### src/common/link_pkg.sv
package link_pkg;

    // received packet types use 5..7 and F and sent types use 8..E
    typedef enum logic [3:0] {
        bag_init   = 4'h0,
        bag_didx   = 4'h5,
        bag_dparam = 4'h6,
        bag_ddidx  = 4'h7,
        bag_dlink  = 4'h8,
        bag_dtype  = 4'h9,
        bag_dtemp  = 4'hA,
        bag_data0  = 4'hD,
        bag_data1  = 4'hE,
        bag_error  = 4'hF
    } btype_t;

    // packet ram map
    localparam logic [11:0] ram_addr_idle   = 12'hFE0;
    localparam logic [11:0] ram_addr_dlink  = 12'hFCC;
    localparam logic [11:0] ram_addr_dtype  = 12'hFC0;
    localparam logic [11:0] ram_addr_dtemp  = 12'hFC4;
    localparam logic [11:0] ram_data_base   = 12'h000;
    localparam logic [11:0] ram_data_stride = 12'h240;

    // upper nibble of every valid command byte
    localparam logic [3:0] cmd_sync = 4'hA;

    typedef struct packed {
        logic       valid;
        logic [7:0] data;
    } rx_byte_t;

    typedef struct packed {
        logic        valid;
        logic        last;
        btype_t      btype;
        logic [15:0] data;
    } tx_word_t;

    // one ram word read either as a frame header or as an adc sample
    typedef union packed {
        struct packed {
            btype_t      btype;
            logic [11:0] seq;
        } hdr;
        struct packed {
            logic [3:0]  chan;
            logic [11:0] code;
        } smp;
    } ram_word_u;

    typedef struct packed {
        logic        en;
        logic [11:0] addr;
        ram_word_u   data;
    } ram_wr_t;

    function automatic logic [11:0] data_base(input int unsigned blk);
        return ram_data_base + 12'(blk * ram_data_stride);
    endfunction

endpackage

### src/hdl/com_tx.sv
`timescale 1ns/10ps

module com_tx (
    input  logic                clk,
    input  logic                rst,
    input  logic                fs_com_send,
    input  link_pkg::btype_t    send_btype,
    input  logic [11:0]         ram_addr_init,
    input  logic [11:0]         ram_dlen,
    input  logic                tx_abort,
    input  link_pkg::ram_word_u rd_data,
    output logic [11:0]         rd_addr,
    output link_pkg::tx_word_t  tx,
    output logic                fd_com_send,
    output logic                fd_com_txer
);

    typedef enum logic [1:0] {tx_idle, tx_run, tx_done, tx_abrt} state_t;

    state_t      st;
    logic [11:0] rd_left;
    logic        vld_q;
    logic        last_q;
    logic        in_frame;

    assign in_frame = (st == tx_run) || vld_q;

    // valid trails the read address by the ram latency
    assign tx.valid    = vld_q && !tx_abort;
    assign tx.last     = last_q && !tx_abort;
    assign tx.btype    = send_btype;
    assign tx.data     = rd_data;
    assign fd_com_send = tx.valid && tx.last;

    always_ff @(posedge clk or posedge rst) begin
        if (rst) begin
            st          <= tx_idle;
            rd_addr     <= '0;
            rd_left     <= '0;
            vld_q       <= 1'b0;
            last_q      <= 1'b0;
            fd_com_txer <= 1'b0;
        end else begin
            vld_q       <= (st == tx_run);
            last_q      <= (st == tx_run) && (rd_left == 12'd1);
            fd_com_txer <= 1'b0;
            if (tx_abort && in_frame) begin
                // one idle cycle lets the console drop or keep the send level
                st          <= tx_abrt;
                vld_q       <= 1'b0;
                last_q      <= 1'b0;
                fd_com_txer <= 1'b1;
            end else begin
                case (st)
                    tx_idle: begin
                        if (fs_com_send) begin
                            rd_addr <= ram_addr_init;
                            rd_left <= ram_dlen;
                            st      <= tx_run;
                        end
                    end
                    tx_run: begin
                        if (rd_left == 12'd1) begin
                            st <= tx_done;
                        end else begin
                            rd_addr <= rd_addr + 12'd1;
                            rd_left <= rd_left - 12'd1;
                        end
                    end
                    tx_done: if (!fs_com_send) st <= tx_idle;
                    default: st <= tx_idle;
                endcase
            end
        end
    end

endmodule

### config.mk
export PLATFORM = sky130hd
export DESIGN_NAME = com_tx
export DESIGN_NICKNAME = d
export VERILOG_FILES = /design/src/common/link_pkg.sv /design/src/hdl/com_tx.sv
export SDC_FILE = /design/constraint.sdc
export NUM_CORES = 1
export LEC_CHECK = 0
export BUFFER_PORTS_ARGS = -buffer_cell sky130_fd_sc_hd__buf_2
export CAP_MARGIN = 20
export CORE_MARGIN = 2
export CORE_UTILIZATION = 48
export DETAILED_ROUTE_END_ITERATION = 12
export GPL_TIMING_DRIVEN = 1
export HOLD_SLACK_MARGIN = 0.06
export PLACE_DENSITY = 0.8
export SLEW_MARGIN = 20
export SYNTH_ARGS = -nofsm -noshare
export SYNTH_HDL_FRONTEND = slang
export SYNTH_SLANG_ARGS = --single-unit
### constraint.sdc
create_clock -name clk -period 2.4 [get_ports clk]
set_input_delay 0.24 -clock clk [delete_from_list [all_inputs] [get_ports clk]]
set_output_delay 0.24 -clock clk [all_outputs]
set_load 0.005 [all_outputs]
==> run_results.csv <==
group,metric,value,unit
floorplan,dieWidth,68.68,µm
logic_synthesis,netlist_top_cells_count,"29 x dfrtp_1, 21 x buf_4, 16 x nor2_1, 16 x nor3_1, 15 x o2bb2ai_1",
power_and_ir_drop,powerDensity,1392,nW/µm²
floorplan,die_area,4717,µm²
timing,finalCriticalPeriod,2.222,ns
floorplan,fp-row-count,23,
worst_hold_path,hp-class,"in -> reg",
grt,grt_util_all_layers,22.24,%
logic_synthesis,synthFlopType,"dfrtp_1",
logic_synthesis,synth_top_cell_area_share,36.14,%
floorplan,die_h,68.68,µm
cells_and_area,area_delta_synth_final,12.52,%
logic_synthesis,synth.cell_area,2008,µm²
placed_design,place.detailed.hpwl,3.358,mm
grt,grt_pass1_wl,7.707,mm
cts,cts_buffer_depth,2,
timing,setup_violations,0,
route,num_vias,1845,
floorplan,pin_count,84,
setup_path,critPathRequiredTime,2.61,ns
route,vias_per_cell,6.171,
setup_path,critPathKind,"reg -> reg",
placed_design,portBuffers,43,
floorplan,core_region_area,4000,µm²
timing,maxSlewHeadroom,59.16,%
status,outcome,"finished, final reports clean",
placed_design,placed_cells,290,
setup_path,worstPathMaxFanout,22,
grt,grt_pass1_vias,1746,
cts,numCtsBuffers,5,
route,wl_per_cell,16.39,µm
logic_synthesis,ys_seq_area_share,36.14,%
placed_design,gp_congestion,0.8510,
grt,antenna_found_initial,0,
grt,grt_max_degree,34,
cts,path_clk_slew,0.06,ns
power_and_ir_drop,ir_worst_vdd,0.5347,mV
worst_hold_path,min_path_cells,2,
timing,fin_tns_setup,0,ns
cts,cts.sinks,29,
logic_synthesis,ys_seq_elements,29,
setup_path,r2r_cells,6,
power_and_ir_drop,p_leak,0.0009556,µW
logic_synthesis,syn-num-nets,274,
route,drtPass1Iterations,4,
setup_path,cp.arrival,2.43,ns
logic_synthesis,yosys_warnings,0,
cells_and_area,register_area,725.7,µm²
route,finalWirelength,4.900,mm
logic_synthesis,syn_area_per_cell,9.005,µm²
cells_and_area,fin_util,56.49,%
cts,clock-root-buffer,"clkbuf_8",
logic_synthesis,synth_edf_count,0,
cts,cts_resized,0,
floorplan,start_util,50.20,%
job,drv_cap,0,
logic_synthesis,synthArstFlopShare,100.0,%
cells_and_area,fillers,372,
timing,clock.fmax,450.1,MHz
setup_path,end_kind,"flop",
cts,htree_levels,2,
grt,grt_overflow,0,
logic_synthesis,synth_cell_types,43,
cells_and_area,drive_above_1_share,26.51,%
logic_synthesis,synth_area_leaders,"dfrtp_1 36%, buf_4 7.9%, o2bb2ai_1 6.5%, o22ai_1 4.0%, nor3_1 4.0%",
setup_path,cp-start-kind,"flop",
cells_and_area,num_antenna_cells,0,
logic_synthesis,synth_area_leader_cell,"dfrtp_1",
setup_path,rrSetupSlack,0.18,ns
cells_and_area,multi_input_area,1023,µm²
timing,post-route-period-util,92.58,%
timing,clock-skew-final,0.005537,ns
cells_and_area,layout.nets,299,
timing,finalMaxSlewViolations,0,
cts,insertion_delay,0.29,ns
cts,cts_tree,"built",
route,drc_errors,0,
route,ant_nets,0,
timing,tightest_slew,0.6070,ns
timing,hold_slack,0.2231,ns
logic_synthesis,synth_most_common_cell,"dfrtp_1",
placed_design,placed_cell_area,2133,µm²
timing,rsz0062_at_grt,"false",
logic_synthesis,netlist_instances,223,
cells_and_area,fin_area,2260,µm²
cells_and_area,instances_no_fill,299,
route,drt_iter0_drc,141,
timing,hold_viol,0,
==> critical path: stages (launching register included) <==
cell and delay, ns:
dfrtp_1 0.39, inv_1 0.10, ha_1 0.17, or3b_2 0.49, o31a_1 0.41, nor2_8 0.34, mux2i_1 0.23
==> power by group <==
group	internal, µW	switching, µW
registers	720	274
clock network	338	193
logic	717	905
total	1770	1370
==> flip-flops by register name (all words and copies together) (netlist names) <==
signal,cells
rd_addr,12
rd_left,12
st,2
fd_com_txer,1
last_q,1
vld_q,1
==> logic make-up after synthesis <==
group | synth area share [%]
AO/OA/AOI/OAI | 27.17
AND/OR/NAND/NOR | 19.81
buffers and inverters | 13.02
flip-flops | 36.14
multiplexers | 1.994
adder cells (fa/ha/maj) | 1.869
==> cell usage in the layout (no fill, tap or decap), types with 8 or more instances in the layout <==
master,instances
nor2_1,16
o22ai_1,13
buf_4,8
dfrtp_1,29
o2bb2ai_1,15
buf_2,43
nor4_1,8
a21oi_1,12
nor3_1,16
==> final cells by class <==
| class | instances | share of cell area, % |
|---|---|---|
| flip-flops and latches | 29 | 32.12 |
| multi-input cells | 152 | 45.29 |
| clock inverters | 1 | 1.329 |
| well taps | 50 | 2.769 |
| inverters | 7 | 1.163 |
| clock buffers | 7 | 3.821 |
| repair buffers | 53 | 13.51 |
==> path summary, 6_finish.rpt <==
kind | startpoint | to
worst max-delay path | rd_left[1]$_DFFE_PP0P_ | rd_left[1]$_DFFE_PP0P_
worst min-delay path | tx_abort | last_q$_DFF_PP0_
worst max register to register | rd_left[1]$_DFFE_PP0P_ | rd_left[1]$_DFFE_PP0P_
worst min register to register | rd_addr[11]$_DFFE_PP0P_ | rd_addr[11]$_DFFE_PP0P_
max in group asynchronous | rst | rd_left[2]$_DFFE_PP0P_
min in group asynchronous | rst | rd_addr[7]$_DFFE_PP0P_
==> repair_timing <==
| action | 4_1_cts | 5_1_grt |
|---|---|---|
| hold endpoints to repair | 29 | 0 |
| setup buffers | 0 | 0 |
| hold buffers | 1 | 0 |
==> per-layer routing <==
metal | up-vias | routed length (µm) | track usage [%]
li1 | 879 | - | -
met1 | 889 | 2171 | 29.26
met2 | 68 | 2325 | 34.38
met3 | 9 | 318 | 4.221
met4 | 0 | 85 | 12.00
met5 | - | 0 | 0
==> per-stage QoR <==
step | setup WS, ns | total power, µW
2_1_floorplan | 0.4182 | 2162
3_3_place_gp | 0.2894 | 2533
3_5_place_dp | 0.1868 | 2599
4_1_cts | 0.1724 | 3143
5_1_grt | 0.09056 | 3380
6_report | 0.1780 | 3146
Note: power is estimated with default switching activity, not from simulation.
