--- src/common/link_pkg.sv ---
package link_pkg;

    // received packet types use 5..7 and F and sent types use 8..E
    typedef enum logic [3:0] {
        bag_init   = 4'h0,
        bag_didx   = 4'h5,
        bag_dparam = 4'h6,
        bag_ddidx  = 4'h7,
        bag_dlink  = 4'h8,
        bag_dtype  = 4'h9,
        bag_dtemp  = 4'hA,
        bag_data0  = 4'hD,
        bag_data1  = 4'hE,
        bag_error  = 4'hF
    } btype_t;

    // packet ram map
    localparam logic [11:0] ram_addr_idle   = 12'hFE0;
    localparam logic [11:0] ram_addr_dlink  = 12'hFCC;
    localparam logic [11:0] ram_addr_dtype  = 12'hFC0;
    localparam logic [11:0] ram_addr_dtemp  = 12'hFC4;
    localparam logic [11:0] ram_data_base   = 12'h000;
    localparam logic [11:0] ram_data_stride = 12'h240;

    // upper nibble of every valid command byte
    localparam logic [3:0] cmd_sync = 4'hA;

    typedef struct packed {
        logic       valid;
        logic [7:0] data;
    } rx_byte_t;

    typedef struct packed {
        logic        valid;
        logic        last;
        btype_t      btype;
        logic [15:0] data;
    } tx_word_t;

    // one ram word read either as a frame header or as an adc sample
    typedef union packed {
        struct packed {
            btype_t      btype;
            logic [11:0] seq;
        } hdr;
        struct packed {
            logic [3:0]  chan;
            logic [11:0] code;
        } smp;
    } ram_word_u;

    typedef struct packed {
        logic        en;
        logic [11:0] addr;
        ram_word_u   data;
    } ram_wr_t;

    function automatic logic [11:0] data_base(input int unsigned blk);
        return ram_data_base + 12'(blk * ram_data_stride);
    endfunction

endpackage

--- src/common/adc_pkg.sv ---
package adc_pkg;

    // strobed sample as delivered by the adc front end
    typedef struct packed {
        logic        valid;
        logic [3:0]  chan;
        logic [11:0] code;
    } adc_sample_t;

    // link frame marker
    localparam logic [15:0] link_magic = 16'h5AA5;

    // identity returned in the type frame
    localparam logic [15:0] device_id  = 16'h0A71;
    localparam logic [15:0] device_rev = 16'h0003;

    // fixed converter setup that opens the temperature frame
    localparam logic [15:0] adc_conf_word = 16'h8C10;

endpackage

--- src/hdl/adc_ctrl.sv ---
`timescale 1ns/10ps

module adc_ctrl #(
    parameter int conv_len = 512,
    parameter int blk_num  = 6
) (
    input  logic                 clk,
    input  logic                 rst,
    input  logic                 fs_adc_init,
    input  logic                 fs_adc_type,
    input  logic                 fs_adc_conf,
    input  logic                 fs_adc_conv,
    input  logic                 fs_adc_tran,
    input  adc_pkg::adc_sample_t adc_in,
    input  logic [11:0]          temp_code,
    output logic                 fd_adc_init,
    output logic                 fd_adc_type,
    output logic                 fd_adc_conf,
    output logic                 fd_adc_conv,
    output logic                 fd_adc_tran,
    output link_pkg::ram_wr_t    ram_wr
);

    localparam int blk_w = (blk_num > 1) ? $clog2(blk_num) : 1;
    localparam int cnt_w = $clog2(conv_len + 1);

    typedef enum logic [2:0] {
        st_idle, st_link2, st_type2, st_conf2, st_smp, st_len
    } state_t;

    state_t              st;
    logic [4:0]          fs_vec;
    logic [4:0]          fs_q;
    logic [4:0]          rise;
    logic [blk_w-1:0]    blk_idx;
    logic [11:0]         blk_base;
    logic [11:0]         seq;
    logic [cnt_w-1:0]    smp_cnt;
    link_pkg::ram_word_u hdr_word;
    link_pkg::ram_word_u smp_word;

    function automatic link_pkg::ram_wr_t wr_word(input logic [11:0] addr,
                                                  input link_pkg::ram_word_u data);
        link_pkg::ram_wr_t w;
        w.en   = 1'b1;
        w.addr = addr;
        w.data = data;
        return w;
    endfunction

    // strobes are levels, each job starts on the rising edge
    assign fs_vec   = {fs_adc_tran, fs_adc_conv, fs_adc_conf, fs_adc_type, fs_adc_init};
    assign rise     = fs_vec & ~fs_q;
    assign blk_base = link_pkg::data_base(blk_idx);

    always_comb begin
        hdr_word.hdr.btype = blk_idx[0] ? link_pkg::bag_data1 : link_pkg::bag_data0;
        hdr_word.hdr.seq   = seq;
        smp_word.smp.chan  = adc_in.chan;
        smp_word.smp.code  = adc_in.code;
    end

    always_ff @(posedge clk or posedge rst) begin
        if (rst) begin
            st          <= st_idle;
            fs_q        <= '0;
            ram_wr      <= '0;
            fd_adc_init <= 1'b0;
            fd_adc_type <= 1'b0;
            fd_adc_conf <= 1'b0;
            fd_adc_conv <= 1'b0;
            fd_adc_tran <= 1'b0;
            blk_idx     <= '0;
            seq         <= '0;
            smp_cnt     <= '0;
        end else begin
            fs_q        <= fs_vec;
            ram_wr.en   <= 1'b0;
            fd_adc_init <= 1'b0;
            fd_adc_type <= 1'b0;
            fd_adc_conf <= 1'b0;
            fd_adc_conv <= 1'b0;
            fd_adc_tran <= rise[4];
            // handover runs alongside the fsm while the block is sent
            if (rise[4]) begin
                blk_idx <= (blk_idx == blk_w'(blk_num - 1)) ? '0 : blk_idx + 1'b1;
            end
            case (st)
                st_idle: begin
                    if (rise[0]) begin
                        ram_wr <= wr_word(link_pkg::ram_addr_dlink, adc_pkg::link_magic);
                        st     <= st_link2;
                    end else if (rise[1]) begin
                        ram_wr <= wr_word(link_pkg::ram_addr_dtype, adc_pkg::device_id);
                        st     <= st_type2;
                    end else if (rise[2]) begin
                        ram_wr <= wr_word(link_pkg::ram_addr_dtemp, adc_pkg::adc_conf_word);
                        st     <= st_conf2;
                    end else if (rise[3]) begin
                        ram_wr  <= wr_word(blk_base, hdr_word);
                        seq     <= seq + 1'b1;
                        smp_cnt <= '0;
                        st      <= st_smp;
                    end
                end
                st_link2: begin
                    ram_wr      <= wr_word(link_pkg::ram_addr_dlink + 12'd1, adc_pkg::device_id);
                    fd_adc_init <= 1'b1;
                    st          <= st_idle;
                end
                st_type2: begin
                    ram_wr      <= wr_word(link_pkg::ram_addr_dtype + 12'd1, adc_pkg::device_rev);
                    fd_adc_type <= 1'b1;
                    st          <= st_idle;
                end
                st_conf2: begin
                    ram_wr      <= wr_word(link_pkg::ram_addr_dtemp + 12'd1, {4'h0, temp_code});
                    fd_adc_conf <= 1'b1;
                    st          <= st_idle;
                end
                st_smp: begin
                    // samples land after the two header words
                    if (adc_in.valid) begin
                        ram_wr  <= wr_word(blk_base + 12'd2 + 12'(smp_cnt), smp_word);
                        smp_cnt <= smp_cnt + 1'b1;
                        if (smp_cnt == cnt_w'(conv_len - 1)) st <= st_len;
                    end
                end
                st_len: begin
                    // length word goes in last so no sample slot is spent on it
                    ram_wr      <= wr_word(blk_base + 12'd1, 16'(conv_len));
                    fd_adc_conv <= 1'b1;
                    st          <= st_idle;
                end
                default: st <= st_idle;
            endcase
        end
    end

    // a sample that comes while a conversion is requested must hit the collect window
    a_no_lost_sample: assert property (@(posedge clk) disable iff (rst)
        fs_adc_conv && adc_in.valid |-> (st == st_smp));

endmodule

--- config.mk ---
export PLATFORM = sky130hd
export DESIGN_NAME = adc_ctrl
export DESIGN_NICKNAME = d
export VERILOG_FILES = /design/src/common/link_pkg.sv /design/src/common/adc_pkg.sv /design/src/hdl/adc_ctrl.sv
export SDC_FILE = /design/constraint.sdc
export NUM_CORES = 1
export LEC_CHECK = 0
export BUFFER_PORTS_ARGS = -buffer_cell sky130_fd_sc_hd__buf_2
export CORE_MARGIN = 2
export CORE_UTILIZATION = 55
export DETAILED_ROUTE_END_ITERATION = 12
export HOLD_SLACK_MARGIN = 0.12
export PLACE_DENSITY = 0.85
export SKIP_CTS_REPAIR_TIMING = 1
export SYNTH_ARGS = -nofsm -noshare
export SYNTH_HDL_FRONTEND = slang
export SYNTH_SLANG_ARGS = --single-unit
--- constraint.sdc ---
create_clock -name clk -period 2.3 [get_ports clk]
set_input_delay 0 -clock clk [delete_from_list [all_inputs] [get_ports clk]]
set_output_delay 0 -clock clk [all_outputs]
set_load 0.03 [all_outputs]
==> metrics <==
status=finished clean; Site Rows=28; Die ar.=0.00674 sq mm; post-synth top area share=50.0%; Critical Path Fanout Max=10; Detailed Route WL=9700 um; TritonCTS clock tree=done; total gr overflow=0; Hold Path Class=in2reg; CTS clk-pin slew, worst paths=0.08 ns; Yosys warnings=0; r2r worst-path depth=7; slew margin rel.=63.1%; post-synthesis register bit count=67; distinct cell type count after synthesis=54; antenna violations before repair=0; fmax=443 MHz; maxcap violations=0; Startpoint Class=register; Final nets=496; EDFF count, synth=0; crit path time final=2.26 ns; GRT Overall Usage=28.4%; Place WS=0.300 ns; 1st-iter DRT viols=285; peak supply drop=0.000702 V; Design Area, Final=0.00436 sq mm; Synth Instances=339; H-tree depth=3; CTS max path bufs=2; top cells by count, synth=dfrtp_1 (67), nand2_1 (54), a21oi_1 (23); most used standard cell by instance count after synthesis=dfrtp_1; Worst EP arrival=2.50 ns; asr flop ratio synth=100%; Root Buffer=clkbuf_8; PD cells=960 mW/mm^2; Layout Area Growth over Synthesis=30.0%; Initial Util=56.6%; CTS buffer count=9; Final ANT Viol Nets=0; final number of hold-violating endpoints=0; Ports=70; largest net degree at the start of global routing=27; vias in the first global route=2898; Hold Slack=0.145 ns; DR WL/cell=18.2 um; CORE AREA=0.00592 sq mm; Primary FF master, synth=dfrtp_1; Horiz. Die Dim=82.1 um; final setup fails=0; Clock Latency Late Sink=0.36 ns; Pwr Total=4.18 mW; IO buf count=69; post-synthesis area per instance=9.89 sq um; Die Height=82.1 um; Synth Net Count=382; Worst-Margin Slew=0.552 ns; Worst EP required=2.54 ns; hold path depth=4; synth top area cells=dfrtp_1 (50%), nand2_1 (6.0%), xnor2_1 (3.7%); fin crit share=98.3%; Routability Congestion=0.906; CTS sink count=67; hpwl dp=6420 um; setup_tns=0 ns; Critical Path End Type=register; DRC=0; via count=3165; dpl cell area=0.00381 sq mm; Pleak=2.00 nW; Final Slew Violations=0; Antenna Cells=0; Seq/Total Area, Yosys=50.0%; final setup margin=0.0402 ns; mapped cell area=0.00335 sq mm; First-pass DRT Iterations=5; layout cells sized above 1=24.2%; vias per cell=5.94; Max Clock Skew=0.0100 ns; largest area contributor in the netlist=dfrtp_1; WS Path Type=reg2reg; first-pass GRT wire length=14000 um
[metrics by stage]
stage	std cells	util [%]
finish	533	73.6
global route	533	73.6
CTS	499	67.9
detailed placement	483	64.4
global placement	483	64.4
floorplan	339	-
[path summary, 6_finish.rpt]
| path | startpoint | end | slack [ns] |
|---|---|---|---|
| max in group asynchronous | rst | st[0]$_DFFE_PP0P_ | 1.35 |
| min in group asynchronous | rst | ram_wr[4]$_DFFE_PP0P_ | 0.24 |
| worst max-delay path | fs_q[2]$_DFF_PP0_ | ram_wr[4]$_DFFE_PP0P_ | 0.04 |
| worst min-delay path | adc_in[16] | ram_wr[26]$_DFFE_PP0P_ | 0.15 |
| worst max register to register | fs_q[2]$_DFF_PP0_ | ram_wr[4]$_DFFE_PP0P_ | 0.04 |
| worst min register to register | fs_q[4]$_DFF_PP0_ | fd_adc_tran$_DFF_PP0_ | 0.45 |
[final cells by class]
cell class / count / area (sq um)
Inverter: 9 / 33.8
Fill cell: 436 / 1560
Tap cell: 75 / 93.8
Sequential cell: 67 / 1680
Clock buffer: 10 / 138
Clock inverter: 6 / 65.1
Timing Repair Buffer: 119 / 806
Multi-Input combinational cell: 247 / 1550
[flip-flops by register name, summed over array words and instances, names as in the netlist, 3 cells and up]
signal / flops
st: 3
smp_cnt: 10
fs_q: 5
ram_wr: 29
blk_idx: 3
seq: 12
[kinds of logic after synthesis]
| kind of cell | share of synthesized area [%] |
|---|---|
| flip-flops | 50.0 |
| XOR/XNOR | 4.96 |
| buffers and inverters | 3.92 |
| AO/OA/AOI/OAI | 17.9 |
| adder cells (fa/ha/maj) | 2.61 |
| multiplexers | 0.634 |
| AND/OR/NAND/NOR | 20.0 |
[cells in the final DEF, fill, tap and decap left out, types with 6 or more instances in the layout]
cell,Yosys,final
a21oi_1,23,23
a221o_1,6,6
and3_1,6,6
buf_2,8,69
buf_4,3,16
clkbuf_8,0,10
dfrtp_1,67,67
dlygate4sd3_1,0,34
ha_1,7,7
inv_1,9,8
nand2_1,54,54
nand3_1,13,13
nand4_1,10,10
nor2_1,13,13
nor2b_1,6,6
nor3_1,8,8
o21ai_0,22,22
or3_1,6,6
xnor2_1,14,14
[power breakdown]
part           leakage, nW  switching [mW]  internal (mW)
logic                 1.05           0.971          0.540
clock network       0.0905           0.478          0.527
registers            0.855           0.240           1.43
total                 2.00            1.69           2.50
[routing by layer]
layer | track usage, % | wire length (um)
met1 | 35.1 | 3730
met3 | 8.35 | 712
met4 | 10.7 | 303
met2 | 47.0 | 4950
met5 | 0 | 0
[critical path, stage by stage, from the launching register on]
cell and delay (ns):
dfrtp_1 0.38, nand2b_1 0.27, and3_4 0.27, a32o_1 0.29, buf_4 0.18, nand2_1 0.08
o2111ai_1 0.10, dlygate4sd3_1 0.57
Note: power is estimated with default switching activity, not from simulation.
