`src/common/link_pkg.sv`:
```
package link_pkg;

    // received packet types use 5..7 and F and sent types use 8..E
    typedef enum logic [3:0] {
        bag_init   = 4'h0,
        bag_didx   = 4'h5,
        bag_dparam = 4'h6,
        bag_ddidx  = 4'h7,
        bag_dlink  = 4'h8,
        bag_dtype  = 4'h9,
        bag_dtemp  = 4'hA,
        bag_data0  = 4'hD,
        bag_data1  = 4'hE,
        bag_error  = 4'hF
    } btype_t;

    // packet ram map
    localparam logic [11:0] ram_addr_idle   = 12'hFE0;
    localparam logic [11:0] ram_addr_dlink  = 12'hFCC;
    localparam logic [11:0] ram_addr_dtype  = 12'hFC0;
    localparam logic [11:0] ram_addr_dtemp  = 12'hFC4;
    localparam logic [11:0] ram_data_base   = 12'h000;
    localparam logic [11:0] ram_data_stride = 12'h240;

    // upper nibble of every valid command byte
    localparam logic [3:0] cmd_sync = 4'hA;

    typedef struct packed {
        logic       valid;
        logic [7:0] data;
    } rx_byte_t;

    typedef struct packed {
        logic        valid;
        logic        last;
        btype_t      btype;
        logic [15:0] data;
    } tx_word_t;

    // one ram word read either as a frame header or as an adc sample
    typedef union packed {
        struct packed {
            btype_t      btype;
            logic [11:0] seq;
        } hdr;
        struct packed {
            logic [3:0]  chan;
            logic [11:0] code;
        } smp;
    } ram_word_u;

    typedef struct packed {
        logic        en;
        logic [11:0] addr;
        ram_word_u   data;
    } ram_wr_t;

    function automatic logic [11:0] data_base(input int unsigned blk);
        return ram_data_base + 12'(blk * ram_data_stride);
    endfunction

endpackage

```
`src/hdl/com_rx.sv`:
```
`timescale 1ns/10ps

module com_rx (
    input  logic               clk,
    input  logic               rst,
    input  link_pkg::rx_byte_t rx,
    input  logic               fd_com_read,
    output logic               fs_com_read,
    output link_pkg::btype_t   read_btype
);

    logic             sync_ok;
    link_pkg::btype_t rx_btype;

    assign sync_ok = rx.valid && (rx.data[7:4] == link_pkg::cmd_sync);

    // only request types pass, anything else is reported as an error
    always_comb begin
        case (rx.data[3:0])
            link_pkg::bag_didx:   rx_btype = link_pkg::bag_didx;
            link_pkg::bag_dparam: rx_btype = link_pkg::bag_dparam;
            link_pkg::bag_ddidx:  rx_btype = link_pkg::bag_ddidx;
            default:              rx_btype = link_pkg::bag_error;
        endcase
    end

    always_ff @(posedge clk or posedge rst) begin
        if (rst) begin
            fs_com_read <= 1'b0;
            read_btype  <= link_pkg::bag_init;
        end else if (fs_com_read) begin
            // bytes are ignored until the console has taken the command
            if (fd_com_read) fs_com_read <= 1'b0;
        end else if (sync_ok) begin
            fs_com_read <= 1'b1;
            read_btype  <= rx_btype;
        end
    end

endmodule

```
`config.mk`:
```
export PLATFORM = sky130hd
export DESIGN_NAME = com_rx
export DESIGN_NICKNAME = d
export VERILOG_FILES = /design/src/common/link_pkg.sv /design/src/hdl/com_rx.sv
export SDC_FILE = /design/constraint.sdc
export NUM_CORES = 1
export LEC_CHECK = 0
export ABC_CLOCK_PERIOD_IN_PS = 1100
export BUFFER_PORTS_ARGS = -buffer_cell sky130_fd_sc_hd__buf_2
export CORE_AREA = 2 2 39 41
export DETAILED_ROUTE_END_ITERATION = 6
export DIE_AREA = 0 0 41 43
export PLACE_DENSITY = 0.4
export SLEW_MARGIN = 20
export SYNTH_ARGS = -nofsm -noshare
export SYNTH_HDL_FRONTEND = slang
export SYNTH_SLANG_ARGS = --single-unit
```
`constraint.sdc`:
```
create_clock -name clk -period 1.1 [get_ports clk]
set_clock_uncertainty 0.15 [all_clocks]
set_input_delay 0.055 -clock clk [delete_from_list [all_inputs] [get_ports clk]]
set_output_delay 0.055 -clock clk [all_outputs]
set_load 0.1 [all_outputs]
```
==> results of run 1 <==
==> power groups by stage <==
stage / Combinational [uW] / Sequential, uW / Clock (uW)
2_1_floorplan: 34.8 / 508 / 0
3_3_place_gp: 481 / 268 / 0
3_5_place_dp: 481 / 268 / 0
4_1_cts: 514 / 267 / 220
5_1_grt: 528 / 270 / 235
6_report: 511 / 266 / 206
==> how the worst max path moves through the flow <==
stage / end / from / cells after the start
floorplan: read_btype[0] / fs_com_read / 3
global placement: read_btype[0] / fs_com_read / 3
detailed placement: read_btype[0] / fs_com_read / 3
CTS: read_btype[0] / fs_com_read / 3
global route: read_btype[0] / fs_com_read / 3
finish: read_btype[0] / fs_com_read / 3
==> area by class of cell <==
cell class,count,area (um2),area share
inverters,2,10.01,0.01937
repair buffers,22,209.0,0.4044
multi-input cells,11,117.6,0.2276
well taps,16,20.02,0.03874
flip-flops and latches,5,133.9,0.2591
clock buffers,4,26.28,0.05085
==> layout by cell type, fill, tap and decap left out <==
master,netlist,routed
buf_2,0,11
buf_12,0,5
dfrtp_2,0,4
mux2_4,0,3
clkbuf_4,0,3
buf_4,0,3
nand3b_1,2,2
dlygate4sd3_1,0,2
nor2b_1,1,1
inv_4,0,1
and4bb_1,1,1
nand3_4,0,1
o21ai_2,0,1
inv_1,2,1
o21ai_0,2,1
or2b_1,1,1
clkbuf_1,0,1
dfrtp_4,0,1
buf_6,0,1
==> cells in the mapped netlist <==
library cell / count
and4bb_1: 1
dfrtp_1: 5
inv_1: 2
mux2_1: 3
nand3_2: 1
nand3b_1: 2
nor2b_1: 1
o21ai_0: 2
or2b_1: 1
==> tightest hold or removal path, cell delays in order <==
cell and delay, ps:
buf_2 110, nand3b_1 80, mux2_4 130
==> routing by layer <==
metal / up-vias / GRT usage
li1: 114 / -
met1: 97 / 0.09180
met2: 17 / 0.1031
met3: 0 / 0.05236
met4: 0 / 0.06000
met5: - / 0
==> logic make-up after synthesis <==
| group | synth area share |
|---|---|
| buffers and inverters | 0.03298 |
| muxes | 0.1483 |
| AOI/OAI and AO/OA | 0.04396 |
| and+or+nand+nor | 0.2253 |
| DFF | 0.5495 |
==> per-stage QoR <==
step	area [um2]	util	std cells	hold WS [ps]	total power [uW]
4_1_cts	513.0	0.3707	60	10.21	1001
3_3_place_gp	436.7	0.3156	52	-188.4	748.9
3_5_place_dp	436.7	0.3156	52	-193.6	749.7
5_1_grt	516.7	0.3734	60	29.99	1034
6_report	516.7	0.3734	60	21.49	983.1
2_1_floorplan	246.5	-	18	-316.7	543.3
==> sequential cells by signal, summed over array words and instances (netlist names) <==
name	cells
fs_com_read	1
read_btype	4
==> timing repair <==
action,in CTS,in global routing
resized for setup,4,1
cloned,0,0
endpoints found under the hold margin,6,0
setup buffers,2,1
hold buffers,2,0
pin swaps,0,1
setup endpoints to repair,4,6
==> flow_summary.json, run 1 <==
{
  "status": "finished, violations left",
  "violations": "negative setup slack",
  "wl_met1_um": 235,
  "synth_nets": 30,
  "combPwrFrac": 0.520,
  "cpMaxStageDelayCell": "dfrtp_4",
  "grt_first_pass_wirelength_um": 897,
  "crit_fanout": 4,
  "p_sw_frac": 0.4221,
  "critPathBufInv": 1,
  "ant_nets": 0,
  "min_from": "rx[0]",
  "fmax_mhz": 817.5,
  "finalHoldViolCount": 0,
  "place_ws_ps": -129.0,
  "min_path_type": "primary input to register",
  "max_slew.worst_pin.slew_ps": 183.8,
  "clk_latency_ps": 240,
  "synth_top_cell_by_area": "dfrtp_1",
  "first_iter_violations": 2,
  "wl_met3_um": 70,
  "diodes": 0,
  "setup_ws_ps": -123.2,
  "portBuffers": 16,
  "core_mm2": 0.001384,
  "rsz0062_at_grt": "true",
  "leakage_uw": 0.0002405,
  "cap_violations": 0,
  "drive_above_1_share": 0.7727,
  "avgSynthCellArea_um2": 12.65,
  "dr_wl_met2_um": 220,
  "worstSetupStartpointType": "register",
  "drc": 0,
  "tns_ps": -515.3,
  "ioPinCount": 17,
  "yosysWarnings": 0,
  "intPower_uw": 568.2,
  "synth_cell_types": 9,
  "rr_worst_depth": 3,
  "vias": 228,
  "clkPwrFrac": 0.210,
  "firstDrtPassIters": 2,
  "timing.critical_path.cells": "inv_4 -> nand3_4 -> mux2_4",
  "cts_buffers": 3,
  "slowest_delay_ps": 480,
  "syn_area_um2": 227.7,
  "initial_core_util": 0.1646,
  "synth_top_cell_area_share": 0.5495,
  "cpLargestDelayFamily": "flip-flops",
  "ir_drop_uv": 727.3,
  "whs_endpoint": "read_btype[1]",
  "cts_tree": "done",
  "fillers": 139,
  "nets": 57,
  "die_h_um": 43,
  "finalCriticalPeriod_ps": 1223,
  "grt_pass1_vias": 222,
  "min_path_cells": 3,
  "p_switching_uw": 414.9,
  "p_seq_frac": 0.271,
  "synthCells": 18,
  "powerDensity_mw_per_mm2": 1903,
  "r2r_end": "read_btype[0]",
  "yosys-top-cells-area": "dfrtp_1 (55%), mux2_1 (15%), nand3b_1 (6.6%)",
  "critPathArrivalTime_ps": 1190,
  "r2r_start": "fs_com_read",
  "setup_violations": 5,
  "cts_htree_levels": 1,
  "fin_crit_sh": 1.112,
  "required_ps": 1070,
  "top_layer": "met3",
  "overflow": 0,
  "grt_max_degree": 6,
  "areaGrowthSynthToFinish_pct": 126.9,
  "wl_per_cell_um": 8.767,
  "die_x_um": 41,
  "critical_path_class": "register to register",
  "place_congestion": 0.5950,
  "slew_violations": 0,
  "synth_seq_cells": 5,
  "seq_area_frac_synth": 0.5495,
  "end_kind": "register",
  "drt-total-wl_um": 526,
  "antenna_found_initial": 0,
  "fp.dieArea_mm2": 0.001763,
  "num_rows": 14,
  "path_clk_slew_ps": 40,
  "grt_usage": 0.08081,
  "cts.sinks": 5,
  "cts.path.max_buffers": 2,
  "cts-root-buf": "clkbuf_4",
  "vias_per_cell": 3.800,
  "slew_headroom": 0.8773,
  "rrSetupSlack_ps": -120
}
Note: power is estimated with default switching activity, not from simulation.
==> inputs of run 2 (changes only) <==
BUFFER_PORTS_ARGS = -buffer_cell sky130_fd_sc_hd__buf_4   (was -buffer_cell sky130_fd_sc_hd__buf_2)
==> flow_summary.json, run 2 (synthesized netlist as in run 1, its figures left out) <==
{
  "end_kind": "register",
  "areaGrowthSynthToFinish_pct": 113.2,
  "place_ws_ps": -131.5,
  "fillers": 141,
  "reg_top3": "read_btype: 4 flops, fs_com_read: 1 flops",
  "critPathBufInv": 1,
  "cpLargestDelayFamily": "flip-flops",
  "ant_nets": 0,
  "die_h_um": 43,
  "drive_above_1_share": 0.7674,
  "utilization": 0.3508,
  "setup_violations": 5,
  "nets": 56,
  "portBuffers": 16,
  "dr_wl_met2_um": 244,
  "fmax_mhz": 824.7,
  "cts_buffers": 3,
  "cap_violations": 0,
  "min_path_type": "primary input to register",
  "crit_fanout": 4,
  "design_area_um2": 485.5,
  "leakage_uw": 0.0002256,
  "critPathArrivalTime_ps": 1180,
  "rsz0062_at_grt": "true",
  "fin_hold_ws_ps": 19.00,
  "slowest_delay_ps": 480,
  "ioPinCount": 17,
  "vias": 241,
  "max_slew.worst_pin.slew_ps": 277.5,
  "top_register": "read_btype",
  "setup_ws_ps": -112.6,
  "top_layer": "met4",
  "wl_met1_um": 231,
  "min_path_cells": 3,
  "wl_per_cell_um": 9.576,
  "largest_reg_flops": 4,
  "grt_pass1_vias": 257,
  "place_inst": 51,
  "overflow": 0,
  "first_iter_violations": 2,
  "fp.dieArea_mm2": 0.001763,
  "layout_common_cells": "buf_4 (15), buf_6 (4), dfrtp_2 (4), mux2_4 (3), clkbuf_4 (3)",
  "ir_drop_uv": 991.7,
  "grt_usage": 0.08687,
  "r2r_end": "read_btype[3]",
  "cpMaxStageDelayCell": "dfrtp_4",
  "cts_tree": "done",
  "r2r_start": "fs_com_read",
  "grt_max_degree": 6,
  "rrSetupSlack_ps": -110,
  "mostFrequentLayoutCell": "buf_4",
  "placed_cell_area_um2": 394.1,
  "fin_crit_sh": 1.102,
  "clk_latency_ps": 240,
  "slew_headroom": 0.8165,
  "violations": "negative setup slack",
  "drt-total-wl_um": 565,
  "critical_path_class": "register to register",
  "min_from": "rx[1]",
  "wl_met3_um": 74,
  "core_mm2": 0.001384,
  "stdcell_count": 59,
  "worstSetupStartpointType": "register",
  "num_rows": 14,
  "powerDensity_mw_per_mm2": 1875,
  "initial_core_util": 0.1646,
  "slew_violations": 0,
  "diodes": 0,
  "die_x_um": 41,
  "cts.path.max_buffers": 2,
  "whs_endpoint": "read_btype[1]",
  "cts_htree_levels": 1,
  "rr_worst_depth": 3,
  "timing.critical_path.cells": "inv_4 -> nand3_4 -> mux2_4",
  "vias_per_cell": 4.085,
  "finalCriticalPeriod_ps": 1213,
  "cts.sinks": 5,
  "path_clk_slew_ps": 40,
  "firstDrtPassIters": 3,
  "status": "finished, violations left",
  "place_congestion": 0.5463,
  "antenna_found_initial": 0,
  "grt_first_pass_wirelength_um": 972,
  "cts-root-buf": "clkbuf_4",
  "required_ps": 1070,
  "finalHoldViolCount": 0,
  "drc": 0
}
-- run 2: cell types whose count changed in the layout (fill, tap and decap cells not counted) --
| cell | change |
|---|---|
| buf_4 | +12 |
| buf_6 | +3 |
| buf_2 | -11 |
| buf_12 | -5 |
-- run 2: worst reg2reg max path: stages (launching register included) --
cell	delay (ps)
dfrtp_4	480
inv_4	70
nand3_4	90
mux2_4	310
-- run 2: final cells by class --
cell class                      count  area, um2  share of cell area
Timing Repair Buffer               21      177.7              0.3660
Clock buffer                        4      26.28             0.05412
Inverter                            2      10.01             0.02062
Multi-Input combinational cell     11      117.6              0.2423
Tap cell                           16      20.02             0.04124
Sequential cell                     5      133.9              0.2758
-- run 2: how the worst max path moves through the flow --
stage,cells past startpoint,end,slack [ps],startpoint
after detailed placement,3,read_btype[1],-130,fs_com_read
final,3,read_btype[3],-110,fs_com_read
after floorplan,3,read_btype[0],-270,fs_com_read
after global placement,3,read_btype[1],-110,fs_com_read
after CTS,3,read_btype[3],-120,fs_com_read
after global routing,3,read_btype[1],-160,fs_com_read
-- run 2: per-stage QoR --
step	total power [uW]	TNS [ps]
final	910.4	-435.7
after global placement	646.6	-300.2
after CTS	898.2	-461.4
after floorplan	543.3	-933.5
after detailed placement	646.4	-391.5
after global routing	965.4	-688.6
-- run 2: metal layers --
layer,global-route usage,vias to the layer above
li1,-,113
met1,0.1148,109
met2,0.1125,17
met3,0.03141,2
met4,0.06000,0
met5,0,-
-- run 2: timing repair --
action / 4_1_cts / 5_1_grt
endpoints found under the hold margin: 6 / 0
setup endpoints to repair: 4 / 10
gates resized for setup: 3 / 5
setup buffers: 2 / 0
hold buffers: 2 / 0
-- run 2: power by group --
group	switching [uW]	internal, uW
clock	72.5	137
sequential	24.5	227
combinational	306	144
==> inputs of run 3 (changes only) <==
RECOVER_POWER = 100   (was default)
==> flow_summary.json, run 3 (synthesized netlist as in run 1, its figures left out) <==
{
  "wl_per_cell_um": 9.559,
  "grt_pass1_vias": 257,
  "tns_ps": -435.3,
  "r2r_end": "read_btype[3]",
  "crit_fanout": 4,
  "cts.path.max_buffers": 2,
  "path_clk_slew_ps": 40,
  "die_h_um": 43,
  "drc": 0,
  "overflow": 0,
  "core_mm2": 0.001384,
  "nets": 56,
  "diodes": 0,
  "ir_drop_uv": 991.7,
  "min_path_cells": 3,
  "rrSetupSlack_ps": -110,
  "critPathBufInv": 1,
  "portBuffers": 16,
  "initial_core_util": 0.1646,
  "cpLargestDelayFamily": "flip-flops",
  "fp.dieArea_mm2": 0.001763,
  "layout_common_cells": "buf_4 (14), clkbuf_4 (4), buf_6 (4), dfrtp_2 (4), mux2_4 (3)",
  "first_iter_violations": 2,
  "vias": 241,
  "cts-root-buf": "clkbuf_4",
  "ioPinCount": 17,
  "min_path_type": "primary input to register",
  "finalHoldViolCount": 0,
  "critPathArrivalTime_ps": 1180,
  "leakage_uw": 0.0002254,
  "whs_endpoint": "read_btype[1]",
  "cts_buffers": 3,
  "min_from": "rx[1]",
  "violations": "negative setup slack",
  "vias_per_cell": 4.085,
  "top_register": "read_btype",
  "grt_usage": 0.08687,
  "clk_latency_ps": 240,
  "antenna_found_initial": 0,
  "fin_hold_ws_ps": 19.00,
  "required_ps": 1070,
  "rsz0062_at_grt": "true",
  "cpMaxStageDelayCell": "dfrtp_4",
  "die_x_um": 41,
  "setup_violations": 5,
  "place_ws_ps": -131.5,
  "grt_first_pass_wirelength_um": 972,
  "drt-total-wl_um": 564,
  "largest_reg_flops": 4,
  "slew_headroom": 0.8165,
  "place_congestion": 0.5463,
  "setup_ws_ps": -112.6,
  "cts_htree_levels": 1,
  "cts.sinks": 5,
  "finalCriticalPeriod_ps": 1213,
  "reg_top3": "read_btype: 4 flops, fs_com_read: 1 flops",
  "critical_path_class": "register to register",
  "powerDensity_mw_per_mm2": 1875,
  "num_rows": 14,
  "slowest_delay_ps": 480,
  "grt_max_degree": 6,
  "mostFrequentLayoutCell": "buf_4",
  "r2r_start": "fs_com_read",
  "end_kind": "register",
  "areaGrowthSynthToFinish_pct": 113.2,
  "rr_worst_depth": 3,
  "drive_above_1_share": 0.7674,
  "ant_nets": 0,
  "firstDrtPassIters": 3,
  "status": "finished, violations left",
  "worstSetupStartpointType": "register",
  "cap_violations": 0,
  "slew_violations": 0,
  "utilization": 0.3508,
  "timing.critical_path.cells": "inv_4 -> nand3_4 -> mux2_4",
  "cts_tree": "done",
  "fmax_mhz": 824.7,
  "fin_crit_sh": 1.102,
  "max_slew.worst_pin.slew_ps": 277.5
}
-- run 3: cell count changes in the layout (fill, tap and decap cells not counted), sizes merged --
cell / change
buf: -1
clkbuf: +1
-- run 3: final cells by class --
type	count	area (um2)
Clock buffer	4	26.28
Fill cell	141	898.4
Tap cell	16	20.02
Timing Repair Buffer	21	177.7
Multi-Input combinational cell	11	117.6
Inverter	2	10.01
Sequential cell	5	133.9
-- run 3: worst min-delay path: cells and delay by family --
kind,cells,cell delay (ps)
multiplexers,1,140
buffers and inverters,1,90
AND/OR/NAND/NOR,1,100
-- run 3: worst max-delay path by stage --
stage                startpoint             to  slack (ps)  cells past startpoint
global placement    fs_com_read  read_btype[1]        -110                      3
CTS                 fs_com_read  read_btype[3]        -120                      3
global route        fs_com_read  read_btype[1]        -160                      3
floorplan           fs_com_read  read_btype[0]        -270                      3
finish              fs_com_read  read_btype[3]        -110                      3
detailed placement  fs_com_read  read_btype[1]        -130                      3
-- run 3: where the power goes --
group / switching (uW) / internal [uW] / total [uW]
combinational: 306 / 143 / 449
sequential: 24.5 / 227 / 252
clock: 72.5 / 137 / 209
-- run 3: timing repair --
item                                    CTS  global route
buffers inserted                          2             0
gates resized for setup                   3             5
hold buffers                              2             0
endpoints found under the hold margin     6             0
endpoints found under the setup margin    4            10
-- run 3: layer usage --
layer / vias to the layer above / share of wire / routed length (um) / GRT usage
li1: 113 / - / - / -
met1: 109 / 0.41 / 231 / 0.1148
met2: 17 / 0.43 / 243 / 0.1125
met3: 2 / 0.13 / 74 / 0.03141
met4: 0 / 0.027 / 15 / 0.06000
met5: - / 0 / 0 / 0
-- run 3: stage by stage --
| step | power (uW) | cell area [um2] | cells |
|---|---|---|---|
| after floorplan | 543.3 | 246.5 | 18 |
| after global placement | 646.6 | 394.1 | 51 |
| after detailed placement | 646.4 | 394.1 | 51 |
| after CTS | 898.2 | 466.7 | 59 |
| after global routing | 965.2 | 485.5 | 59 |
| final | 910.2 | 485.5 | 59 |
