[src/common/link_pkg.sv]
package link_pkg;

    // received packet types use 5..7 and F and sent types use 8..E
    typedef enum logic [3:0] {
        bag_init   = 4'h0,
        bag_didx   = 4'h5,
        bag_dparam = 4'h6,
        bag_ddidx  = 4'h7,
        bag_dlink  = 4'h8,
        bag_dtype  = 4'h9,
        bag_dtemp  = 4'hA,
        bag_data0  = 4'hD,
        bag_data1  = 4'hE,
        bag_error  = 4'hF
    } btype_t;

    // packet ram map
    localparam logic [11:0] ram_addr_idle   = 12'hFE0;
    localparam logic [11:0] ram_addr_dlink  = 12'hFCC;
    localparam logic [11:0] ram_addr_dtype  = 12'hFC0;
    localparam logic [11:0] ram_addr_dtemp  = 12'hFC4;
    localparam logic [11:0] ram_data_base   = 12'h000;
    localparam logic [11:0] ram_data_stride = 12'h240;

    // upper nibble of every valid command byte
    localparam logic [3:0] cmd_sync = 4'hA;

    typedef struct packed {
        logic       valid;
        logic [7:0] data;
    } rx_byte_t;

    typedef struct packed {
        logic        valid;
        logic        last;
        btype_t      btype;
        logic [15:0] data;
    } tx_word_t;

    // one ram word read either as a frame header or as an adc sample
    typedef union packed {
        struct packed {
            btype_t      btype;
            logic [11:0] seq;
        } hdr;
        struct packed {
            logic [3:0]  chan;
            logic [11:0] code;
        } smp;
    } ram_word_u;

    typedef struct packed {
        logic        en;
        logic [11:0] addr;
        ram_word_u   data;
    } ram_wr_t;

    function automatic logic [11:0] data_base(input int unsigned blk);
        return ram_data_base + 12'(blk * ram_data_stride);
    endfunction

endpackage

[src/console/console.sv]
`timescale 1ns/10ps

module console #(
    parameter int conv_len = 512,
    parameter int blk_num  = 6
) (
    input  logic              clk,
    input  logic              rst,
    input  logic              fd_adc_init,
    input  logic              fd_adc_type,
    input  logic              fd_adc_conf,
    input  logic              fd_adc_conv,
    input  logic              fd_adc_tran,
    input  logic              fd_com_send,
    input  logic              fd_com_txer,
    input  logic              fs_com_read,
    input  link_pkg::btype_t  read_btype,
    output logic              fs_adc_init,
    output logic              fs_adc_type,
    output logic              fs_adc_conf,
    output logic              fs_adc_conv,
    output logic              fs_adc_tran,
    output logic              fs_com_send,
    output logic              fd_com_read,
    output link_pkg::btype_t  send_btype,
    output logic [11:0]       ram_dlen,
    output logic [11:0]       ram_addr_init
);

    localparam int link_wait_cycles = 12;
    localparam int wait_w = $clog2(link_wait_cycles);
    localparam int blk_w = (blk_num > 1) ? $clog2(blk_num) : 1;

    typedef enum logic [4:0] {
        st_reset, link_work, link_wait, link_take, link_send,
        main_wait, main_take,
        type_ack, type_work, type_take, type_send,
        conf_ack, conf_work, conf_take, conf_send,
        conv_ack, conv_work, conv_take, conv_send,
        err_ack
    } state_t;

    state_t           state;
    state_t           next_state;
    logic [wait_w-1:0] wait_cnt;
    logic [blk_w-1:0] blk_idx;
    logic             tran_seen;
    logic             send_seen;
    logic             tran_ok;
    logic             send_ok;

    assign fs_adc_init = (state == link_work);
    assign fs_adc_type = (state == type_work);
    assign fs_adc_conf = (state == conf_work);
    assign fs_adc_conv = (state == conv_work);
    assign fs_adc_tran = (state == conv_send);
    assign fs_com_send = state inside {link_send, type_send, conf_send, conv_send};
    assign fd_com_read = state inside {type_ack, conf_ack, conv_ack, err_ack};

    // a data frame ends once both the ram handover and the send are done
    assign tran_ok = fd_adc_tran || tran_seen;
    assign send_ok = fd_com_send || send_seen;

    always_ff @(posedge clk or posedge rst) begin
        if (rst) begin
            state <= st_reset;
        end else begin
            state <= next_state;
        end
    end

    always_comb begin
        next_state = state;
        case (state)
            st_reset:  next_state = link_work;
            link_work: if (fd_adc_init) next_state = link_wait;
            link_wait: if (wait_cnt == wait_w'(link_wait_cycles - 1)) next_state = link_take;
            link_take: next_state = link_send;
            link_send: begin
                // an aborted link frame is sent again after a fresh wait
                if (fd_com_send) next_state = main_wait;
                else if (fd_com_txer) next_state = link_wait;
            end
            main_wait: if (fs_com_read) next_state = main_take;
            main_take: begin
                case (read_btype)
                    link_pkg::bag_didx:   next_state = type_ack;
                    link_pkg::bag_dparam: next_state = conf_ack;
                    link_pkg::bag_ddidx:  next_state = conv_ack;
                    default:              next_state = err_ack;
                endcase
            end
            type_ack:  if (!fs_com_read) next_state = type_work;
            type_work: if (fd_adc_type) next_state = type_take;
            type_take: next_state = type_send;
            type_send: if (fd_com_send) next_state = main_wait;
            conf_ack:  if (!fs_com_read) next_state = conf_work;
            conf_work: if (fd_adc_conf) next_state = conf_take;
            conf_take: next_state = conf_send;
            conf_send: if (fd_com_send) next_state = main_wait;
            conv_ack:  if (!fs_com_read) next_state = conv_work;
            conv_work: if (fd_adc_conv) next_state = conv_take;
            conv_take: next_state = conv_send;
            conv_send: if (tran_ok && send_ok) next_state = main_wait;
            err_ack:   if (!fs_com_read) next_state = main_wait;
            default:   next_state = st_reset;
        endcase
    end

    always_ff @(posedge clk or posedge rst) begin
        if (rst) begin
            wait_cnt  <= '0;
            blk_idx   <= '0;
            tran_seen <= 1'b0;
            send_seen <= 1'b0;
        end else begin
            if (state == link_wait) begin
                wait_cnt <= wait_cnt + 1'b1;
            end else begin
                wait_cnt <= '0;
            end
            if (state == conv_take) begin
                blk_idx <= (blk_idx == blk_w'(blk_num - 1)) ? '0 : blk_idx + 1'b1;
            end
            tran_seen <= (state == conv_send) && tran_ok;
            send_seen <= (state == conv_send) && send_ok;
        end
    end

    // frame descriptor is loaded in the take states
    always_ff @(posedge clk or posedge rst) begin
        if (rst) begin
            send_btype    <= link_pkg::bag_init;
            ram_addr_init <= link_pkg::ram_addr_idle;
            ram_dlen      <= '0;
        end else begin
            case (state)
                main_wait: begin
                    send_btype    <= link_pkg::bag_init;
                    ram_addr_init <= link_pkg::ram_addr_idle;
                    ram_dlen      <= '0;
                end
                link_take: begin
                    send_btype    <= link_pkg::bag_dlink;
                    ram_addr_init <= link_pkg::ram_addr_dlink;
                    ram_dlen      <= 12'd2;
                end
                type_take: begin
                    send_btype    <= link_pkg::bag_dtype;
                    ram_addr_init <= link_pkg::ram_addr_dtype;
                    ram_dlen      <= 12'd2;
                end
                conf_take: begin
                    send_btype    <= link_pkg::bag_dtemp;
                    ram_addr_init <= link_pkg::ram_addr_dtemp;
                    ram_dlen      <= 12'd2;
                end
                conv_take: begin
                    // odd blocks go out as DATA1
                    send_btype    <= blk_idx[0] ? link_pkg::bag_data1 : link_pkg::bag_data0;
                    ram_addr_init <= link_pkg::data_base(blk_idx);
                    ram_dlen      <= 12'(conv_len + 2);
                end
                default: begin
                end
            endcase
        end
    end

    a_send_excl: assert property (@(posedge clk) disable iff (rst)
        fs_com_send |-> !(fs_adc_init || fs_adc_type || fs_adc_conf || fs_adc_conv));

    // the length seen by com_tx stays put for the whole send
    a_send_len: assert property (@(posedge clk) disable iff (rst)
        fs_com_send |-> (ram_dlen != 12'd0) && (!$past(fs_com_send) || $stable(ram_dlen)));

endmodule

[config.mk]
export PLATFORM = sky130hd
export DESIGN_NAME = console
export DESIGN_NICKNAME = d
export VERILOG_FILES = /design/src/common/link_pkg.sv /design/src/console/console.sv
export SDC_FILE = /design/constraint.sdc
export NUM_CORES = 1
export LEC_CHECK = 0
export BUFFER_PORTS_ARGS = -buffer_cell sky130_fd_sc_hd__buf_2
export CAP_MARGIN = 20
export CORE_UTILIZATION = 56
export DETAILED_ROUTE_END_ITERATION = 8
export GPL_TIMING_DRIVEN = 0
export PLACE_DENSITY_LB_ADDON = 0.05
export SYNTH_ARGS = -nofsm -noshare
export SYNTH_HDL_FRONTEND = slang
export SYNTH_SLANG_ARGS = --single-unit
[constraint.sdc]
create_clock -name clk -period 3.34 [get_ports clk]
set_input_delay 0.167 -clock clk [delete_from_list [all_inputs] [get_ports clk]]
set_output_delay 0.167 -clock clk [all_outputs]
set_load 0.01 [all_outputs]
==> flow_summary.toml, run 1 <==
[synth]
synth_top_cell_by_area = "dfrtp_1"
async_flop_share_pct = 100
synth_top_area_share_pct = 32.5
syn_avg_cell_area_um2 = 8.38
syn-cell-area_mm2 = 0.00169
yosysWarnings = 0
ys.flop_type = "dfrtp_1"
synthTopCellsByArea = "dfrtp_1 33%, buf_4 7.1%, dfstp_2 6.2%"
synth_edf_count = 0
ys_types = 48
ys_seq_area_share_pct = 38.7
syn-instance-count = 202
ys_seq_elements = 26

[critical_path]
crit_path_top_delay_cell = "clkbuf_1"
reg2reg_depth = 7
critPathTopFamily = "buffers and inverters"
cp.buffers_inverters = 4
crit_cells = 5
slowest_delay_ns = 0.40
worst-endpoint-required_ns = 3.17
path_cells = "buf_2 > buf_1 > clkbuf_1 > and4b_1 > buf_2"
setup.worst_path.class = "flop to output pin"
cp-start-kind = "flop"
path_max_fanout = 10
worstSetupEndpointType = "output pin"
crit_top_cell = "buf_2"
cp.arrival_ns = 2.04

[timing]
grt_setup_unrepaired = "no"
max_freq_mhz = 454
drv_slew = 0
setup_tns_ns = 0
skew_ns = 0.00251
finalCriticalPeriod_ns = 2.20
worst_pin_slew_ns = 0.549
final_hold_viol_count = 0
slew_headroom_pct = 62.9
setup_violations = 0
fin_crit_sh_pct = 66.0

[floorplanning]
design.core.area_mm2 = 0.00281
die_height_um = 57.0
die_area_mm2 = 0.00325
start_util_pct = 60.3
die_width_um = 57.0
io_pins = 49
num_rows = 19

[detailed_routing]
drtPass1Iterations = 6
vias_per_cell = 5.40
drt_iter0_markers = 80
drc_errors = 10
wl_um = 3800
ant_nets = 0
wl_per_cell_um = 13.3
vias = 1544

[power]
ir_drop_mv = 0.457
cellLeakagePower_nw = 0.999
p_per_area_mw_per_mm2 = 894

[global_routing]
gr-usage-all-layers_pct = 24.6
grt_first_pass_wirelength_um = 6220
grt_pass1_vias = 1447
grt_overflow = 0
antenna_found_initial = 0
grt_max_degree = 27

[clock_network]
clk_pin_slew_worst_paths_ns = 0.15
cts_buffer_depth = 2
cts_tree = "done"
htreeDepth = 1
worstSkewPairLatency_ns = 0.33
cts_made_buffers = 3
cts-root-buf = "clkbuf_4"
post_cts_buffers = 0
clock_sinks = 26

[worst_hold_path]
hold_path_depth = 3
hold_path_class = "primary input to flop"

[layout]
layout-drive-gt1-share_pct = 27.5
final_cell_mix = "38 x buf_2, 26 x nor2_1, 22 x dfrtp_1"
final_nets = 271
post-route-util_pct = 72.8
syn_to_final_growth_pct = 20.6
final_common_cell = "buf_2"
diodes = 0

[place]
gp_congestion = 0.973
hpwl_um = 2750
portBuffers = 35

[run]
maxCapViolations = 0

[outcome]
status = "complete, but fails checks"
violations = "design-rule violations"
==> repair_timing <==
item | 4_1_cts | 5_1_grt
resized for setup | 0 | 0
hold buffers | 0 | 1
hold endpoints to repair | 0 | 22
endpoints found under the setup margin | 0 | 0
==> cell type report <==
type | instances | area, µm²
fillers | 244 | 763
multi-input cells | 147 | 850
repair buffers | 37 | 213
flip-flops and latches | 26 | 656
clock inverters | 1 | 30.0
well taps | 31 | 38.8
inverters | 13 | 48.8
clock buffers | 3 | 22.5
plain buffers | 28 | 184
==> kinds of logic after synthesis <==
| family | count (synthesis) | share of synthesized area, % |
|---|---|---|
| AO/OA/AOI/OAI | 45 | 18.6 |
| XOR/XNOR | 4 | 2.07 |
| adder cells (fa/ha/maj) | 1 | 0.739 |
| buffers and inverters | 41 | 13.7 |
| flip-flops | 26 | 38.7 |
| multiplexers | 6 | 3.70 |
| other | 1 | 0.222 |
| AND/OR/NAND/NOR | 78 | 22.2 |
==> flip-flops by register name (all words and copies together), names as in the netlist <==
signal,count
tran_seen,1
blk_idx,3
wait_cnt,4
send_btype,4
send_seen,1
ram_dlen,2
state,5
ram_addr_init,6
==> worst min-delay path, stage by stage <==
cell and delay (ns):
buf_2 0.08, nor2_1 0.04, nor3_1 0.11
==> synthesized netlist by cell type (2+ instances only) <==
| master | number |
|---|---|
| nor2_1 | 26 |
| dfrtp_1 | 22 |
| nand2_1 | 19 |
| buf_4 | 16 |
| o21ai_0 | 16 |
| inv_1 | 12 |
| nor3_1 | 11 |
| nand3_1 | 9 |
| a21oi_1 | 7 |
| clkbuf_1 | 6 |
| dfstp_2 | 4 |
| mux2i_1 | 4 |
| buf_2 | 3 |
| nand2b_1 | 3 |
| o22a_1 | 3 |
| xnor2_1 | 3 |
| a21o_1 | 2 |
| buf_6 | 2 |
| mux2_2 | 2 |
| nand4_1 | 2 |
| o21a_1 | 2 |
| o41ai_1 | 2 |
==> where the power goes <==
part / internal (W) / leakage [nW] / total, W / switching, W
Clock: 0.000121 / 0.0279 / 0.000223 / 0.000101
Combinational: 0.000446 / 0.646 / 0.00109 / 0.000643
Sequential: 0.000435 / 0.325 / 0.000513 / 0.0000785
Total: 0.00100 / 0.999 / 0.00183 / 0.000823
==> worst paths after layout <==
path,end,slack [ns],start
min in group asynchronous,ram_addr_init[3],0.24,rst
setup / recovery,fd_com_read,1.14,state[0]
setup reg to reg,state[3],1.15,state[3]
hold / removal,tran_seen,0.11,fd_adc_tran
max in group asynchronous,ram_addr_init[9],2.67,rst
hold reg to reg,wait_cnt[0],0.47,wait_cnt[0]
==> layer usage <==
metal / vias to the layer above / wire, µm / global-route usage (%)
met4: 0 / 66 / 9.76
met5: - / 0 / 0
met3: 9 / 284 / 2.49
met1: 693 / 1690 / 32.0
li1: 774 / - / -
met2: 68 / 1760 / 42.5
==> through the flow <==
stage | cells | cell area [µm²] | hold WS [ns] | worst slack [ns] | total power [W]
global placement | 280 | 1950 | 0.437 | 1.17 | 0.00158
floorplan | 214 | 1740 | 0.204 | 1.33 | 0.00132
finish | 286 | 2040 | 0.108 | 1.14 | 0.00183
global route | 286 | 2040 | 0.131 | 0.986 | 0.00195
CTS | 284 | 2000 | 0.0677 | 1.14 | 0.00181
detailed placement | 280 | 1950 | 0.447 | 1.18 | 0.00159
(Power assumes the default switching activity.)
==> run 2: changes to the inputs <==
ABC_AREA = 1   (was unset)
CORE_UTILIZATION = 46   (was 56)
clock period = 1.9 ns   (was 3.34 ns; I/O delays follow)
==> run 2 against run 1 <==
Net effect:
- the run now ends clean
- die area up 20%
- sequential cell count unchanged
- register-to-register slack worse by 0.94 ns
- core utilization down 14 points
- largest cell class unchanged
- highest routed layer unchanged
==> flow_summary.toml, run 2 <==
[outcome]
status = "finished, final reports clean"

[power]
cellLeakagePower_nw = 1.20
cell_internal_pwr_w = 0.00149
swShare_pct = 47.9
p_per_area_mw_per_mm2 = 1430
ir_drop_mv = 0.714
switching_power_w = 0.00137
seqPwrFrac_pct = 31.6
combPwrFrac_pct = 59.0
clockPowerShare_pct = 9.4

[synth]
ys.flop_type = "dfrtp_1"
ys_seq_area_share_pct = 39.0
synth_top_family_by_area = "simple AND/OR/NAND/NOR gates"
syn-cell-area_mm2 = 0.00168
ys_types = 28
synth_compound_gate_area_share_pct = 5.95
ys_seq_elements = 26
synthTopCellsByArea = "dfrtp_1 33%, nand2_1 13%, buf_4 8.0%"
syn_avg_cell_area_um2 = 7.28
synth_most_common_cell = "nand2_1"
synth_xor_area_share_pct = 0.521
ys_top_cells_by_count = "56 x nand2_1, 31 x nor2_1, 25 x nand3_1, 23 x inv_1, 22 x dfrtp_1"
synth_edf_count = 0
async_flop_share_pct = 100
synth_top_cell_by_area = "dfrtp_1"
yosysWarnings = 0
synth_mux_area_share_pct = 0
yosys.area_share.adder_pct = 0.744
syn-instance-count = 231
synth_top_area_share_pct = 32.7
synth-simple-area-share_pct = 37.9

[floorplanning]
die_width_um = 62.5
die_area_mm2 = 0.00390
io_pins = 49
num_rows = 21
die_height_um = 62.5
start_util_pct = 49.2
design.core.area_mm2 = 0.00342

[layout]
diodes = 0
syn_to_final_growth_pct = 19.3
largest_reg_flops = 6
top_regs = "ram_addr_init: 6 flops, state: 5 flops"
layout-drive-gt1-share_pct = 29.3
final_cell_mix = "56 x nand2_1, 35 x buf_2, 31 x nor2_1"
stdcell_count = 329
post-route-util_pct = 58.7
final_common_cell = "nand2_1"
final_nets = 299
fin_area_mm2 = 0.00201
regMostFlops = "ram_addr_init"

[timing]
fin_crit_sh_pct = 88.9
setup_violations = 0
finalCriticalPeriod_ns = 1.69
drv_slew = 0
slew_headroom_pct = 37.9
setup_tns_ns = 0
fin_hold_ws_ns = 0.0269
worst_pin_slew_ns = 0.930
final_hold_viol_count = 0
grt_setup_unrepaired = "no"
skew_ns = 0.0128
max_freq_mhz = 592

[global_routing]
grt_first_pass_wirelength_um = 5970
grt_overflow = 0
gr-usage-all-layers_pct = 19.2
antenna_found_initial = 0
grt_pass1_vias = 1397
grt_max_degree = 27

[place]
hpwl_um = 2710
dp_cells = 324
portBuffers = 35
placed_cell_area_mm2 = 0.00196
gp_congestion = 0.918

[critical_path]
crit_top_cell = "nand2_1"
crit_path_top_delay_cell = "dfrtp_1"
cp.arrival_ns = 1.90
path_cells = "nor2_4 > nor2_1 > nand2_1 > nand2_1 > nand2_1 > nand3_1 > o21bai_1 > nand2_1"
cp-start-kind = "flop"
worst-endpoint-required_ns = 2.11
crit_cells = 8
reg2reg_depth = 8
path_max_fanout = 10
critPathTopFamily = "simple AND/OR/NAND/NOR gates"
cp.buffers_inverters = 0
worstSetupEndpointType = "flop"
setup.worst_path.class = "flop to flop"
slowest_delay_ns = 0.50

[clock_network]
cts-root-buf = "clkbuf_4"
cts_made_buffers = 3
clk_pin_slew_worst_paths_ns = 0.14
worstSkewPairLatency_ns = 0.32
cts_buffer_depth = 2
cts_tree = "done"
post_cts_buffers = 0
htreeDepth = 1
cts_resized = 0
ctsHoldBuffers = 1
clock_sinks = 26

[worst_hold_path]
hold_path_depth = 3
hold_path_class = "primary input to flop"

[detailed_routing]
drt_iter0_markers = 95
vias_per_cell = 4.64
ant_nets = 0
wl_um = 3440
drc_errors = 0
vias = 1525
wl_per_cell_um = 10.5
drtPass1Iterations = 4

[run]
maxCapViolations = 0
[run 2: cell types whose count changed in the layout (fill, tap and decap cells not counted), moves of 4 or more]
cell / previous run / this run
nand2_1: 19 / 56
mux2i_1: 4 / 0
nand3_1: 9 / 25
nor2_1: 26 / 31
nor3_1: 11 / 1
nor2_2: 0 / 6
o21ai_0: 16 / 2
o21bai_1: 1 / 5
clkbuf_1: 6 / 0
inv_1: 12 / 23
inv_2: 0 / 8
[run 2: power by group through the flow]
stage	clock network, W	logic [W]	registers (W)
4_1_cts	0.000284	0.00169	0.000905
2_1_floorplan	0	0.00120	0.000950
3_5_place_dp	0	0.00168	0.000916
3_3_place_gp	0	0.00170	0.000913
6_report	0.000269	0.00169	0.000905
5_1_grt	0.000309	0.00192	0.000929
[run 2: kinds of logic after synthesis]
family / after synthesis
AOI/OAI and AO/OA: 16
xor gates and xnor gates: 1
adders and majority gates: 1
buffers and inverters: 50
DFF: 26
other: 1
and+or+nand+nor: 136
[run 2: final timing paths]
path / from / to / slack [ns]
max: state[2] / state[0] / 0.21
min: fd_adc_tran / tran_seen / 0.03
max reg2reg: state[2] / state[0] / 0.21
min reg2reg: wait_cnt[0] / wait_cnt[0] / 0.47
max in group asynchronous: rst / state[1] / 0.82
min in group asynchronous: rst / ram_addr_init[2] / 0.51
[run 2: through the flow]
step	setup slack (ns)	total power (W)
after floorplan	0.465	0.00215
after global placement	0.242	0.00261
after detailed placement	0.245	0.00260
after CTS	0.211	0.00288
after global routing	0.0272	0.00316
final	0.211	0.00287
[run 2: layout make-up]
class,count,area [µm²]
Tap cell,46,57.6
Clock buffer,4,36.3
Multi-Input combinational cell,167,808
Sequential cell,26,656
Fill cell,345,1410
Buffer,19,146
Timing Repair Buffer,36,185
Inverter,31,116
[run 2: per-layer routing]
| layer | up-vias | GRT usage (%) | routed length (µm) |
|---|---|---|---|
| li1 | 801 | - | - |
| met1 | 668 | 26.4 | 1620 |
| met2 | 52 | 29.1 | 1570 |
| met3 | 4 | 3.65 | 206 |
| met4 | 0 | 8.72 | 38 |
| met5 | - | 0 | 0 |
[run 2: tightest hold or removal path, delay by kind of cell]
kind / cells / cell delay, ns
simple gates: 2 / 0.13
buf+inv: 1 / 0.07
